`src/hdl/synth_config_pkg.sv`:
```
package synth_config_pkg;

  // ----------------------------------------------------------
  // clocking and sample rate
  // ----------------------------------------------------------
  localparam int SYSTEM_CLOCK               = 50_000_000;
  localparam int AUDIO_GENERATION_FREQUENCY = 48_000;
  localparam int GENERATION_TICKS           = SYSTEM_CLOCK / AUDIO_GENERATION_FREQUENCY;
  localparam int TICK_COUNTER_WIDTH         = $clog2(GENERATION_TICKS);

  // ----------------------------------------------------------
  // datapath widths
  // ----------------------------------------------------------
  localparam int AUDIO_BIT_WIDTH        = 16;
  localparam int PERCENT_WIDTH          = 8;
  localparam int ENVELOPE_COUNTER_WIDTH = 8;
  localparam int ENVELOPE_PUSH_BITS     = AUDIO_BIT_WIDTH - ENVELOPE_COUNTER_WIDTH;
  localparam int PHASE_WIDTH            = 24;

  // longest stage in samples, and full scale of a setting
  localparam int MAX_TARGET_TICKS = 255;
  localparam int PARAM_CEILING    = 256;

endpackage

```
`src/hdl/envelope_pkg.sv`:
```
package envelope_pkg;

  import synth_config_pkg::*;

  typedef struct packed {
    logic [PERCENT_WIDTH-1:0] attack_time;
    logic [PERCENT_WIDTH-1:0] decay_time;
    logic [PERCENT_WIDTH-1:0] sustain_level;
    logic [PERCENT_WIDTH-1:0] release_time;
  } parameter_t;

  typedef enum logic [2:0] {
    IDLE,
    ATTACK,
    DECAY,
    SUSTAIN,
    RELEASE
  } envelope_state_t;

  // ----------------------------------------------------------
  // APB register map
  // ----------------------------------------------------------
  localparam int APB_ADDR_WIDTH = 8;

  localparam logic [APB_ADDR_WIDTH-1:0] ATTACK_ADDR          = 8'h00;
  localparam logic [APB_ADDR_WIDTH-1:0] DECAY_ADDR           = 8'h04;
  localparam logic [APB_ADDR_WIDTH-1:0] SUSTAIN_ADDR         = 8'h08;
  localparam logic [APB_ADDR_WIDTH-1:0] RELEASE_ADDR         = 8'h0C;
  localparam logic [APB_ADDR_WIDTH-1:0] PHASE_INCREMENT_ADDR = 8'h10;
  localparam logic [APB_ADDR_WIDTH-1:0] COMMAND_ADDR         = 8'h14;
  localparam logic [APB_ADDR_WIDTH-1:0] STATUS_ADDR          = 8'h18;

  // command word bits
  localparam int COMMAND_NOTE_ON_BIT  = 0;
  localparam int COMMAND_NOTE_OFF_BIT = 1;

endpackage

```
`src/hdl/voice_control_if.sv`:
```
`timescale 1ns/10ps

interface voice_control_if
  import synth_config_pkg::*, envelope_pkg::*;
();

  parameter_t             parameters;
  logic                   note_on;
  logic                   note_off;
  logic [PHASE_WIDTH-1:0] phase_increment;

  // register file drives everything
  modport source (output parameters, note_on, note_off, phase_increment);

  modport envelope (input parameters, note_on, note_off);

  modport oscillator (input phase_increment);

endinterface

```
`src/hdl/adsr_envelope.sv`:
```
`timescale 1ns/10ps

module adsr_envelope
  import synth_config_pkg::*, envelope_pkg::*;
(
  input  logic                              clock_50_000_000,
  input  logic                              reset_l,
  input  logic                              sample_tick,
  voice_control_if.envelope                 control,
  output logic [ENVELOPE_COUNTER_WIDTH-1:0] divisor,
  input  logic [ENVELOPE_COUNTER_WIDTH-1:0] reciprocal,
  output logic [AUDIO_BIT_WIDTH-1:0]        envelope,
  output logic                              envelope_end
);

  envelope_state_t state;

  logic [ENVELOPE_COUNTER_WIDTH-1:0]   count;
  logic [ENVELOPE_COUNTER_WIDTH-1:0]   attack_target;
  logic [ENVELOPE_COUNTER_WIDTH-1:0]   decay_target;
  logic [ENVELOPE_COUNTER_WIDTH-1:0]   release_target;
  logic [ENVELOPE_COUNTER_WIDTH-1:0]   remaining;
  logic [2*ENVELOPE_COUNTER_WIDTH-1:0] attack_product;
  logic [ENVELOPE_COUNTER_WIDTH-1:0]   attack_scaled;
  logic [31:0]                         decay_span;
  logic [31:0]                         decay_sum;
  logic [31:0]                         release_product;
  logic [31:0]                         release_scaled;
  logic [AUDIO_BIT_WIDTH-1:0]          sustain_height;
  logic [AUDIO_BIT_WIDTH-1:0]          release_height;
  logic [AUDIO_BIT_WIDTH-1:0]          attack_level;
  logic [AUDIO_BIT_WIDTH-1:0]          decay_level;
  logic [AUDIO_BIT_WIDTH-1:0]          release_level;

  // stage length in samples for a percent setting
  function automatic logic [ENVELOPE_COUNTER_WIDTH-1:0] stage_target(
    input logic [PERCENT_WIDTH-1:0] setting
  );
    return ENVELOPE_COUNTER_WIDTH'((MAX_TARGET_TICKS * 32'(setting)) >> PERCENT_WIDTH);
  endfunction

  assign attack_target  = stage_target(control.parameters.attack_time);
  assign decay_target   = stage_target(control.parameters.decay_time);
  assign release_target = stage_target(control.parameters.release_time);
  assign sustain_height = {control.parameters.sustain_level,
                           {(AUDIO_BIT_WIDTH - PERCENT_WIDTH){1'b0}}};

  // rom is addressed by the active stage length
  always_comb begin
    case (state)
      ATTACK:  divisor = attack_target;
      DECAY:   divisor = decay_target;
      RELEASE: divisor = release_target;
      default: divisor = '0;
    endcase
  end

  assign remaining = (count >= divisor) ? '0 : divisor - count;

  // ----------------------------------------------------------
  // stage shapes
  // ----------------------------------------------------------
  // attack rises as count / target
  assign attack_product = count * reciprocal;
  assign attack_scaled  = (|attack_product[2*ENVELOPE_COUNTER_WIDTH-1:ENVELOPE_COUNTER_WIDTH])
                          ? '1 : attack_product[ENVELOPE_COUNTER_WIDTH-1:0];
  assign attack_level   = {attack_scaled, {ENVELOPE_PUSH_BITS{1'b0}}};

  // decay closes the gap above sustain height
  assign decay_span  = (PARAM_CEILING - 32'(control.parameters.sustain_level))
                       * 32'(reciprocal) * 32'(remaining);
  assign decay_sum   = 32'(sustain_height) + decay_span;
  assign decay_level = (|decay_sum[31:AUDIO_BIT_WIDTH]) ? '1 : decay_sum[AUDIO_BIT_WIDTH-1:0];

  // release scales the captured height down to zero
  assign release_product = 32'(release_height) * 32'(reciprocal) * 32'(remaining);
  assign release_scaled  = release_product >> ENVELOPE_COUNTER_WIDTH;
  assign release_level   = (release_scaled > 32'(release_height))
                           ? release_height : release_scaled[AUDIO_BIT_WIDTH-1:0];

  // ----------------------------------------------------------
  // FSM
  // ----------------------------------------------------------
  always_ff @(posedge clock_50_000_000, negedge reset_l) begin
    if (!reset_l) begin
      state    <= IDLE;
      count    <= '0;
      envelope <= '0;
    end else if (control.note_on) begin
      state    <= ATTACK;
      count    <= '0;
      envelope <= '0;
    end else if (control.note_off && state != IDLE) begin
      state <= RELEASE;
      count <= '0;
    end else if (sample_tick) begin
      case (state)
        ATTACK: begin
          envelope <= attack_level;
          count    <= count + 1'b1;
          if (count >= attack_target) begin
            state <= DECAY;
            count <= '0;
          end
        end
        DECAY: begin
          envelope <= decay_level;
          count    <= count + 1'b1;
          if (count >= decay_target) begin
            state <= SUSTAIN;
            count <= '0;
          end
        end
        SUSTAIN: envelope <= sustain_height;
        RELEASE: begin
          envelope <= release_level;
          count    <= count + 1'b1;
          if (count >= release_target) begin
            state <= IDLE;
            count <= '0;
          end
        end
        default: envelope <= '0;
      endcase
    end
  end

  // starting point of the release ramp
  always_ff @(posedge clock_50_000_000) begin
    if (control.note_off && state != IDLE) begin
      release_height <= envelope;
    end
  end

  assign envelope_end = (state == IDLE);

  a_notes_exclusive: assert property (
    @(posedge clock_50_000_000) disable iff (!reset_l)
    !(control.note_on && control.note_off)
  ) else $error("note_on and note_off in the same cycle");

  a_end_means_silent: assert property (
    @(posedge clock_50_000_000) disable iff (!reset_l)
    envelope_end |-> (envelope == '0)
  ) else $error("envelope_end high with nonzero envelope");

endmodule

```
`src/hdl/adsr_register_file.sv`:
```
`timescale 1ns/10ps

module adsr_register_file
  import synth_config_pkg::*, envelope_pkg::*;
(
  input  logic                      clock_50_000_000,
  input  logic                      reset_l,
  input  logic [APB_ADDR_WIDTH-1:0] paddr,
  input  logic                      psel,
  input  logic                      penable,
  input  logic                      pwrite,
  input  logic [31:0]               pwdata,
  output logic [31:0]               prdata,
  output logic                      pready,
  output logic                      pslverr,
  input  logic                      envelope_end,
  voice_control_if.source           control
);

  logic access;
  logic mapped;
  logic write_enable;
  logic command_write;

  assign access = psel && penable;
  assign pready = 1'b1;

  // ----------------------------------------------------------
  // address decode and read mux
  // ----------------------------------------------------------
  always_comb begin
    mapped = 1'b1;
    prdata = '0;
    case (paddr)
      ATTACK_ADDR:          prdata = 32'(control.parameters.attack_time);
      DECAY_ADDR:           prdata = 32'(control.parameters.decay_time);
      SUSTAIN_ADDR:         prdata = 32'(control.parameters.sustain_level);
      RELEASE_ADDR:         prdata = 32'(control.parameters.release_time);
      PHASE_INCREMENT_ADDR: prdata = 32'(control.phase_increment);
      COMMAND_ADDR:         prdata = '0;
      STATUS_ADDR:          prdata = 32'(envelope_end);
      default:              mapped = 1'b0;
    endcase
  end

  // status is read only
  assign pslverr = access && (!mapped || (pwrite && paddr == STATUS_ADDR));

  assign write_enable  = access && pwrite && !pslverr;
  assign command_write = write_enable && paddr == COMMAND_ADDR;

  // ----------------------------------------------------------
  // settings and note pulses
  // ----------------------------------------------------------
  always_ff @(posedge clock_50_000_000, negedge reset_l) begin
    if (!reset_l) begin
      control.parameters      <= '0;
      control.phase_increment <= '0;
      control.note_on         <= 1'b0;
      control.note_off        <= 1'b0;
    end else begin
      // note_on wins when both bits are set
      control.note_on  <= command_write && pwdata[COMMAND_NOTE_ON_BIT];
      control.note_off <= command_write && pwdata[COMMAND_NOTE_OFF_BIT]
                          && !pwdata[COMMAND_NOTE_ON_BIT];
      if (write_enable) begin
        case (paddr)
          ATTACK_ADDR:
            control.parameters.attack_time <= pwdata[PERCENT_WIDTH-1:0];
          DECAY_ADDR:
            control.parameters.decay_time <= pwdata[PERCENT_WIDTH-1:0];
          SUSTAIN_ADDR:
            control.parameters.sustain_level <= pwdata[PERCENT_WIDTH-1:0];
          RELEASE_ADDR:
            control.parameters.release_time <= pwdata[PERCENT_WIDTH-1:0];
          PHASE_INCREMENT_ADDR:
            control.phase_increment <= pwdata[PHASE_WIDTH-1:0];
          default: ;
        endcase
      end
    end
  end

  a_penable_needs_psel: assert property (
    @(posedge clock_50_000_000) disable iff (!reset_l)
    penable |-> psel
  ) else $error("apb penable high without psel");

endmodule

```
`src/hdl/phase_oscillator.sv`:
```
`timescale 1ns/10ps

module phase_oscillator
  import synth_config_pkg::*;
(
  input  logic                              clock_50_000_000,
  input  logic                              reset_l,
  input  logic                              sample_tick,
  voice_control_if.oscillator               control,
  output logic signed [AUDIO_BIT_WIDTH-1:0] osc_sample
);

  logic [PHASE_WIDTH-1:0] phase;

  always_ff @(posedge clock_50_000_000, negedge reset_l) begin
    if (!reset_l) begin
      phase <= '0;
    end else if (sample_tick) begin
      phase <= phase + control.phase_increment;
    end
  end

  // offset binary to two's complement, phase 0 is the most negative sample
  assign osc_sample = {~phase[PHASE_WIDTH-1],
                       phase[PHASE_WIDTH-2 -: AUDIO_BIT_WIDTH-1]};

endmodule

```
`src/hdl/reciprocal_rom.sv`:
```
`timescale 1ns/10ps

module reciprocal_rom
  import synth_config_pkg::*;
(
  input  logic                              clock_50_000_000,
  input  logic [ENVELOPE_COUNTER_WIDTH-1:0] divisor,
  output logic [ENVELOPE_COUNTER_WIDTH-1:0] reciprocal
);

  typedef logic [(1 << ENVELOPE_COUNTER_WIDTH)-1:0][ENVELOPE_COUNTER_WIDTH-1:0] table_t;

  // entry i holds 255 / i, index 0 saturates
  function automatic table_t build_table();
    table_t entries;
    entries[0] = ENVELOPE_COUNTER_WIDTH'(MAX_TARGET_TICKS);
    for (int i = 1; i < (1 << ENVELOPE_COUNTER_WIDTH); i++) begin
      entries[i] = ENVELOPE_COUNTER_WIDTH'(MAX_TARGET_TICKS / i);
    end
    return entries;
  endfunction

  localparam table_t RECIPROCAL_TABLE = build_table();

  always_ff @(posedge clock_50_000_000) begin
    reciprocal <= RECIPROCAL_TABLE[divisor];
  end

endmodule

```
`src/hdl/sample_tick_generator.sv`:
```
`timescale 1ns/10ps

module sample_tick_generator
  import synth_config_pkg::*;
(
  input  logic clock_50_000_000,
  input  logic reset_l,
  output logic sample_tick
);

  logic [TICK_COUNTER_WIDTH-1:0] tick_count;

  always_ff @(posedge clock_50_000_000, negedge reset_l) begin
    if (!reset_l) begin
      tick_count  <= '0;
      sample_tick <= 1'b0;
    end else if (tick_count == TICK_COUNTER_WIDTH'(GENERATION_TICKS - 1)) begin
      tick_count  <= '0;
      sample_tick <= 1'b1;
    end else begin
      tick_count  <= tick_count + 1'b1;
      sample_tick <= 1'b0;
    end
  end

  a_tick_single_cycle: assert property (
    @(posedge clock_50_000_000) disable iff (!reset_l)
    sample_tick |=> !sample_tick
  ) else $error("sample tick held for two cycles");

endmodule

```
`src/hdl/synth_voice_top.sv`:
```
`timescale 1ns/10ps

module synth_voice_top
  import synth_config_pkg::*, envelope_pkg::*;
(
  input  logic                              clock_50_000_000,
  input  logic                              reset_l,
  input  logic [APB_ADDR_WIDTH-1:0]         paddr,
  input  logic                              psel,
  input  logic                              penable,
  input  logic                              pwrite,
  input  logic [31:0]                       pwdata,
  output logic [31:0]                       prdata,
  output logic                              pready,
  output logic                              pslverr,
  output logic signed [AUDIO_BIT_WIDTH-1:0] sample_out,
  output logic                              sample_valid,
  output logic [AUDIO_BIT_WIDTH-1:0]        envelope,
  output logic                              envelope_end
);

  logic                              sample_tick;
  logic [ENVELOPE_COUNTER_WIDTH-1:0] divisor;
  logic [ENVELOPE_COUNTER_WIDTH-1:0] reciprocal;
  logic signed [AUDIO_BIT_WIDTH-1:0] osc_sample;

  voice_control_if control ();

  adsr_register_file u_register_file (
    .clock_50_000_000 (clock_50_000_000),
    .reset_l          (reset_l),
    .paddr            (paddr),
    .psel             (psel),
    .penable          (penable),
    .pwrite           (pwrite),
    .pwdata           (pwdata),
    .prdata           (prdata),
    .pready           (pready),
    .pslverr          (pslverr),
    .envelope_end     (envelope_end),
    .control          (control)
  );

  sample_tick_generator u_tick (
    .clock_50_000_000 (clock_50_000_000),
    .reset_l          (reset_l),
    .sample_tick      (sample_tick)
  );

  // ----------------------------------------------------------
  // envelope with its reciprocal table
  // ----------------------------------------------------------
  reciprocal_rom u_reciprocal_rom (
    .clock_50_000_000 (clock_50_000_000),
    .divisor          (divisor),
    .reciprocal       (reciprocal)
  );

  adsr_envelope u_envelope (
    .clock_50_000_000 (clock_50_000_000),
    .reset_l          (reset_l),
    .sample_tick      (sample_tick),
    .control          (control),
    .divisor          (divisor),
    .reciprocal       (reciprocal),
    .envelope         (envelope),
    .envelope_end     (envelope_end)
  );

  // ----------------------------------------------------------
  // audio path
  // ----------------------------------------------------------
  phase_oscillator u_oscillator (
    .clock_50_000_000 (clock_50_000_000),
    .reset_l          (reset_l),
    .sample_tick      (sample_tick),
    .control          (control),
    .osc_sample       (osc_sample)
  );

  voice_amplifier u_amplifier (
    .clock_50_000_000 (clock_50_000_000),
    .reset_l          (reset_l),
    .sample_tick      (sample_tick),
    .osc_sample       (osc_sample),
    .envelope         (envelope),
    .sample_out       (sample_out),
    .sample_valid     (sample_valid)
  );

endmodule

```
`src/hdl/voice_amplifier.sv`:
```
`timescale 1ns/10ps

module voice_amplifier
  import synth_config_pkg::*;
(
  input  logic                              clock_50_000_000,
  input  logic                              reset_l,
  input  logic                              sample_tick,
  input  logic signed [AUDIO_BIT_WIDTH-1:0] osc_sample,
  input  logic        [AUDIO_BIT_WIDTH-1:0] envelope,
  output logic signed [AUDIO_BIT_WIDTH-1:0] sample_out,
  output logic                              sample_valid
);

  logic signed [2*AUDIO_BIT_WIDTH:0] product;
  logic signed [2*AUDIO_BIT_WIDTH:0] scaled;

  // envelope is unsigned gain, so widen it by a zero sign bit
  assign product = osc_sample * $signed({1'b0, envelope});
  assign scaled  = product >>> AUDIO_BIT_WIDTH;

  always_ff @(posedge clock_50_000_000, negedge reset_l) begin
    if (!reset_l) begin
      sample_out   <= '0;
      sample_valid <= 1'b0;
    end else begin
      sample_valid <= sample_tick;
      if (sample_tick) begin
        sample_out <= scaled[AUDIO_BIT_WIDTH-1:0];
      end
    end
  end

endmodule

```
`config.mk`:
```
export PLATFORM = sky130hd
export DESIGN_NAME = synth_voice_top
export DESIGN_NICKNAME = d
export VERILOG_FILES = /design/src/hdl/synth_config_pkg.sv /design/src/hdl/envelope_pkg.sv /design/src/hdl/voice_control_if.sv /design/src/hdl/adsr_envelope.sv /design/src/hdl/adsr_register_file.sv /design/src/hdl/phase_oscillator.sv /design/src/hdl/reciprocal_rom.sv /design/src/hdl/sample_tick_generator.sv /design/src/hdl/synth_voice_top.sv /design/src/hdl/voice_amplifier.sv
export SDC_FILE = /design/constraint.sdc
export NUM_CORES = 2
export LEC_CHECK = 0
export ABC_AREA = 1
export BUFFER_PORTS_ARGS = -buffer_cell sky130_fd_sc_hd__buf_2
export CAP_MARGIN = 20
export CORE_MARGIN = 2
export CORE_UTILIZATION = 64
export CTS_BUF_LIST = sky130_fd_sc_hd__clkbuf_8 sky130_fd_sc_hd__clkbuf_16
export CTS_CLUSTER_DIAMETER = 80
export CTS_CLUSTER_SIZE = 24
export DETAILED_ROUTE_END_ITERATION = 6
export MAX_ROUTING_LAYER = met4
export PLACE_DENSITY = 0.82
export SYNTH_ARGS = -nofsm -noshare
export SYNTH_HDL_FRONTEND = slang
export SYNTH_SLANG_ARGS = --single-unit
```
`constraint.sdc`:
```
create_clock -name clock_50_000_000 -period 13 [get_ports clock_50_000_000]
set_input_delay 1.3 -clock clock_50_000_000 [delete_from_list [all_inputs] [get_ports clock_50_000_000]]
set_output_delay 1.3 -clock clock_50_000_000 [all_outputs]
set_load 0.02 [all_outputs]
```
==> flow_summary.yaml <==
job:
  drv_cap: 0
min_path:
  hold_class: "register to register"
  min_path_cells: 1
  worstHoldStart: "u_tick.tick_count[0]"
  min_to: "u_tick.tick_count[0]"
setup_path:
  reg2reg_slack_ns: 0.52
  worst-path-buf-inv: 12
  reg2reg_to: "u_envelope.envelope[9]"
  crit_path_end_kind: "register"
  cp_max_fo: 20
  slowest_stage: "fa_1"
  r2r-start: "u_register_file.control.parameters[18]"
  critical_path_class: "register to register"
  crit_family: "adder cells"
  cpPeakStageDelay_ns: 0.59
  crit_required_ns: 13.34
  cp.arrival_ns: 12.83
  start_kind: "register"
  ff2ff_path_depth: 63
sta:
  fin_ws_ns: 0.5154
  finalCriticalPeriod_ns: 12.48
  fmax_mhz: 80.10
  tightest_slew_ns: 1.187
  slew_violations: 0
  clock_skew_ns: 0.02302
  timing.hold.ws_ns: 0.4641
  slew_headroom_pct: 20.88
  finalCritPeriodShare_pct: 96.04
  setup_viol: 0
  hold_violations: 0
global_routing:
  grt_pass1_vias: 36520
  grt_max_degree: 78
  antenna_found_initial: 0
  grt.overflow.total: 0
  grtUsageTotal_pct: 34.08
  grt_first_pass_wirelength_um: 179200
finish:
  drive_above_1_share_pct: 5.293
  fillerInstances: 5356
  fin_cells: 6400
  nets: 6757
  regArea_um2: 4094
  final_util_pct: 67.39
  multi_input_area_um2: 32280
  syn_to_final_growth_pct: 4.790
  diodes: 0
routing:
  drc: 0
  ant_nets: 0
  via_per_inst: 5.545
  vias: 35490
  firstDrtPassIters: 5
  routed_wl_um: 107500
  drt_iter0_drc: 2662
  drt-wirelength-per-cell_um: 16.79
yosys:
  async_flop_share_pct: 85.19
  ys_seq_area_share_pct: 9.717
  synth_warnings: 0
  synth_flop_cell: "dfrtp_1"
  synth_edf_count: 16
  netlist_area_um2: 42130
  yosys_register_bits: 162
  synthCells: 5525
  ys_types: 64
  syn_area_per_cell_um2: 7.625
place:
  dp_cells: 6362
  finalWeightedCongestion: 1.002
  post-place-ws_ns: 0.3910
  port_buffers: 95
  dp.final_hpwl_um: 87140
clock_network:
  ctsHoldBuffers: 0
  root_buffer: "clkbuf_16"
  cts_inserted_buffers: 17
  cts_tree: "built"
  cts_buffer_depth: 2
  htreeDepth: 4
  cts_sinks: 162
  clock_latency_ns: 0.47
  path_clk_slew_ns: 0.09
die:
  die_area_um2: 67900
  io_pins: 113
  core_area_um2: 65510
  fp.dieH_um: 260.6
  rows: 94
  die_w_um: 260.6
  start_util_pct: 64.31
pwr:
  vdd_drop_max_mv: 0.05832
  p_leak_nw: 25.81
  cellPowerDensity_nw_per_um2: 36.27
run_status:
  outcome: "completed"
[registers in the layout (all words and copies together), names as in the netlist, 3 cells and up]
name                                     cells
u_envelope.envelope                         16
u_register_file.control.phase_increment     24
u_envelope.state                             3
u_oscillator.phase                          24
u_tick.tick_count                           11
u_register_file.control.parameters          32
u_amplifier.sample_out                      16
u_reciprocal_rom.reciprocal                  8
u_envelope.release_height                   16
u_envelope.count                             8
[report_power, final]
group          internal [mW]  leakage (nW)  switching [mW]
clock                  0.262         0.296           0.276
combinational          0.200          23.7           0.346
sequential             0.513          1.84         0.00470
total                  0.975          25.8           0.627
[stage by stage]
stage	instance area [um^2]	setup TNS, ns	total power [mW]
6_report	44150	0	1.601
5_1_grt	44150	-0.2401	1.704
4_1_cts	44030	0	1.599
3_5_place_dp	43420	0	1.058
3_3_place_gp	43390	0	1.037
2_1_floorplan	42160	0	0.9216
[worst register-to-register path: cells and delay by family, from the launching register on]
kind	cells	cell delay (ns)
and+or+nand+nor	26	2.70
xor gates and xnor gates	2	0.60
AOI/OAI and AO/OA	11	1.98
buffers and inverters	12	1.21
adders and majority gates	12	5.44
DFF	1	0.39
[cells in the final DEF (no fill, tap or decap), types with 9 or more instances in the layout]
master        n
a211oi_1      9
a21o_1       13
a21oi_1     218
a31oi_1      18
buf_2        94
buf_4        48
clkbuf_16    18
conb_1        9
dfrtp_1     138
edfxtp_1     16
fa_1        668
ha_1        521
inv_1      1352
nand2_1    1170
nand2_2      13
nand3_1     147
nand3_2      11
nand4_1      23
nor2_1      448
nor3_1       33
nor4_1       11
o21a_1       12
o21ai_0     194
o21ai_1       9
o21bai_1     14
o22ai_1      14
or2_2        52
xnor2_1      44
xor2_1       87
[repair_timing]
action,in CTS,in global routing
setup buffers,0,4
setup endpoints to repair,0,16
gates resized for setup,0,20
[synthesized netlist by cell type, drive strengths merged (23+ instances only)]
| cell type | n | area share [%] |
|---|---|---|
| nand4 | 23 | 0.34 |
| buf | 23 | 0.35 |
| dfrtp | 138 | 8.2 |
| or2 | 53 | 0.79 |
| clkbuf | 155 | 1.4 |
| ha | 521 | 15 |
| nand3 | 160 | 2.0 |
| o21ai | 206 | 2.5 |
| xnor2 | 45 | 0.94 |
| fa | 668 | 32 |
| a21oi | 218 | 2.6 |
| nor2 | 459 | 4.3 |
| inv | 1359 | 12 |
| xor2 | 87 | 1.8 |
| nand2 | 1184 | 11 |
| nor3 | 35 | 0.42 |
[per-layer routing]
layer	routed length, um	vias to the layer above	global-route usage (%)
li1	-	16560	-
met1	42850	17120	41.81
met2	51130	1440	55.82
met3	8141	366	4.983
met4	5361	0	15.81
met5	0	-	-
[area by class of cell]
type,count,area share [%]
sequential,162,9.273
clock inverter,15,0.4194
inverter,1363,11.60
tap,864,2.449
timing repair buffer,150,2.179
clock buffer,17,0.9636
multi-input combinational,3829,73.11
[how the worst max path moves through the flow]
stage                               to                                    from  cells past startpoint  slack (ns)
3_3_place_gp   u_envelope.envelope[10]  u_register_file.control.parameters[21]                     60        0.53
4_1_cts         u_envelope.envelope[9]  u_register_file.control.parameters[22]                     60        0.27
6_report        u_envelope.envelope[9]  u_register_file.control.parameters[18]                     63        0.52
3_5_place_dp   u_envelope.envelope[11]  u_register_file.control.parameters[22]                     60        0.39
5_1_grt         u_envelope.envelope[9]  u_register_file.control.parameters[19]                     63       -0.07
2_1_floorplan   u_envelope.envelope[0]  u_register_file.control.parameters[21]                     61        1.73
[kinds of logic after synthesis]
kind of cell,after synthesis,share of synthesized area (%)
other,2,0.01783
AND/OR/NAND/NOR,1940,18.90
AO/OA/AOI/OAI,553,7.374
multiplexers,6,0.1604
buffers and inverters,1541,13.88
flip-flops,162,9.717
adder cells (fa/ha/maj),1189,47.21
XOR/XNOR,132,2.744
Note: power is estimated with default switching activity, not from simulation.
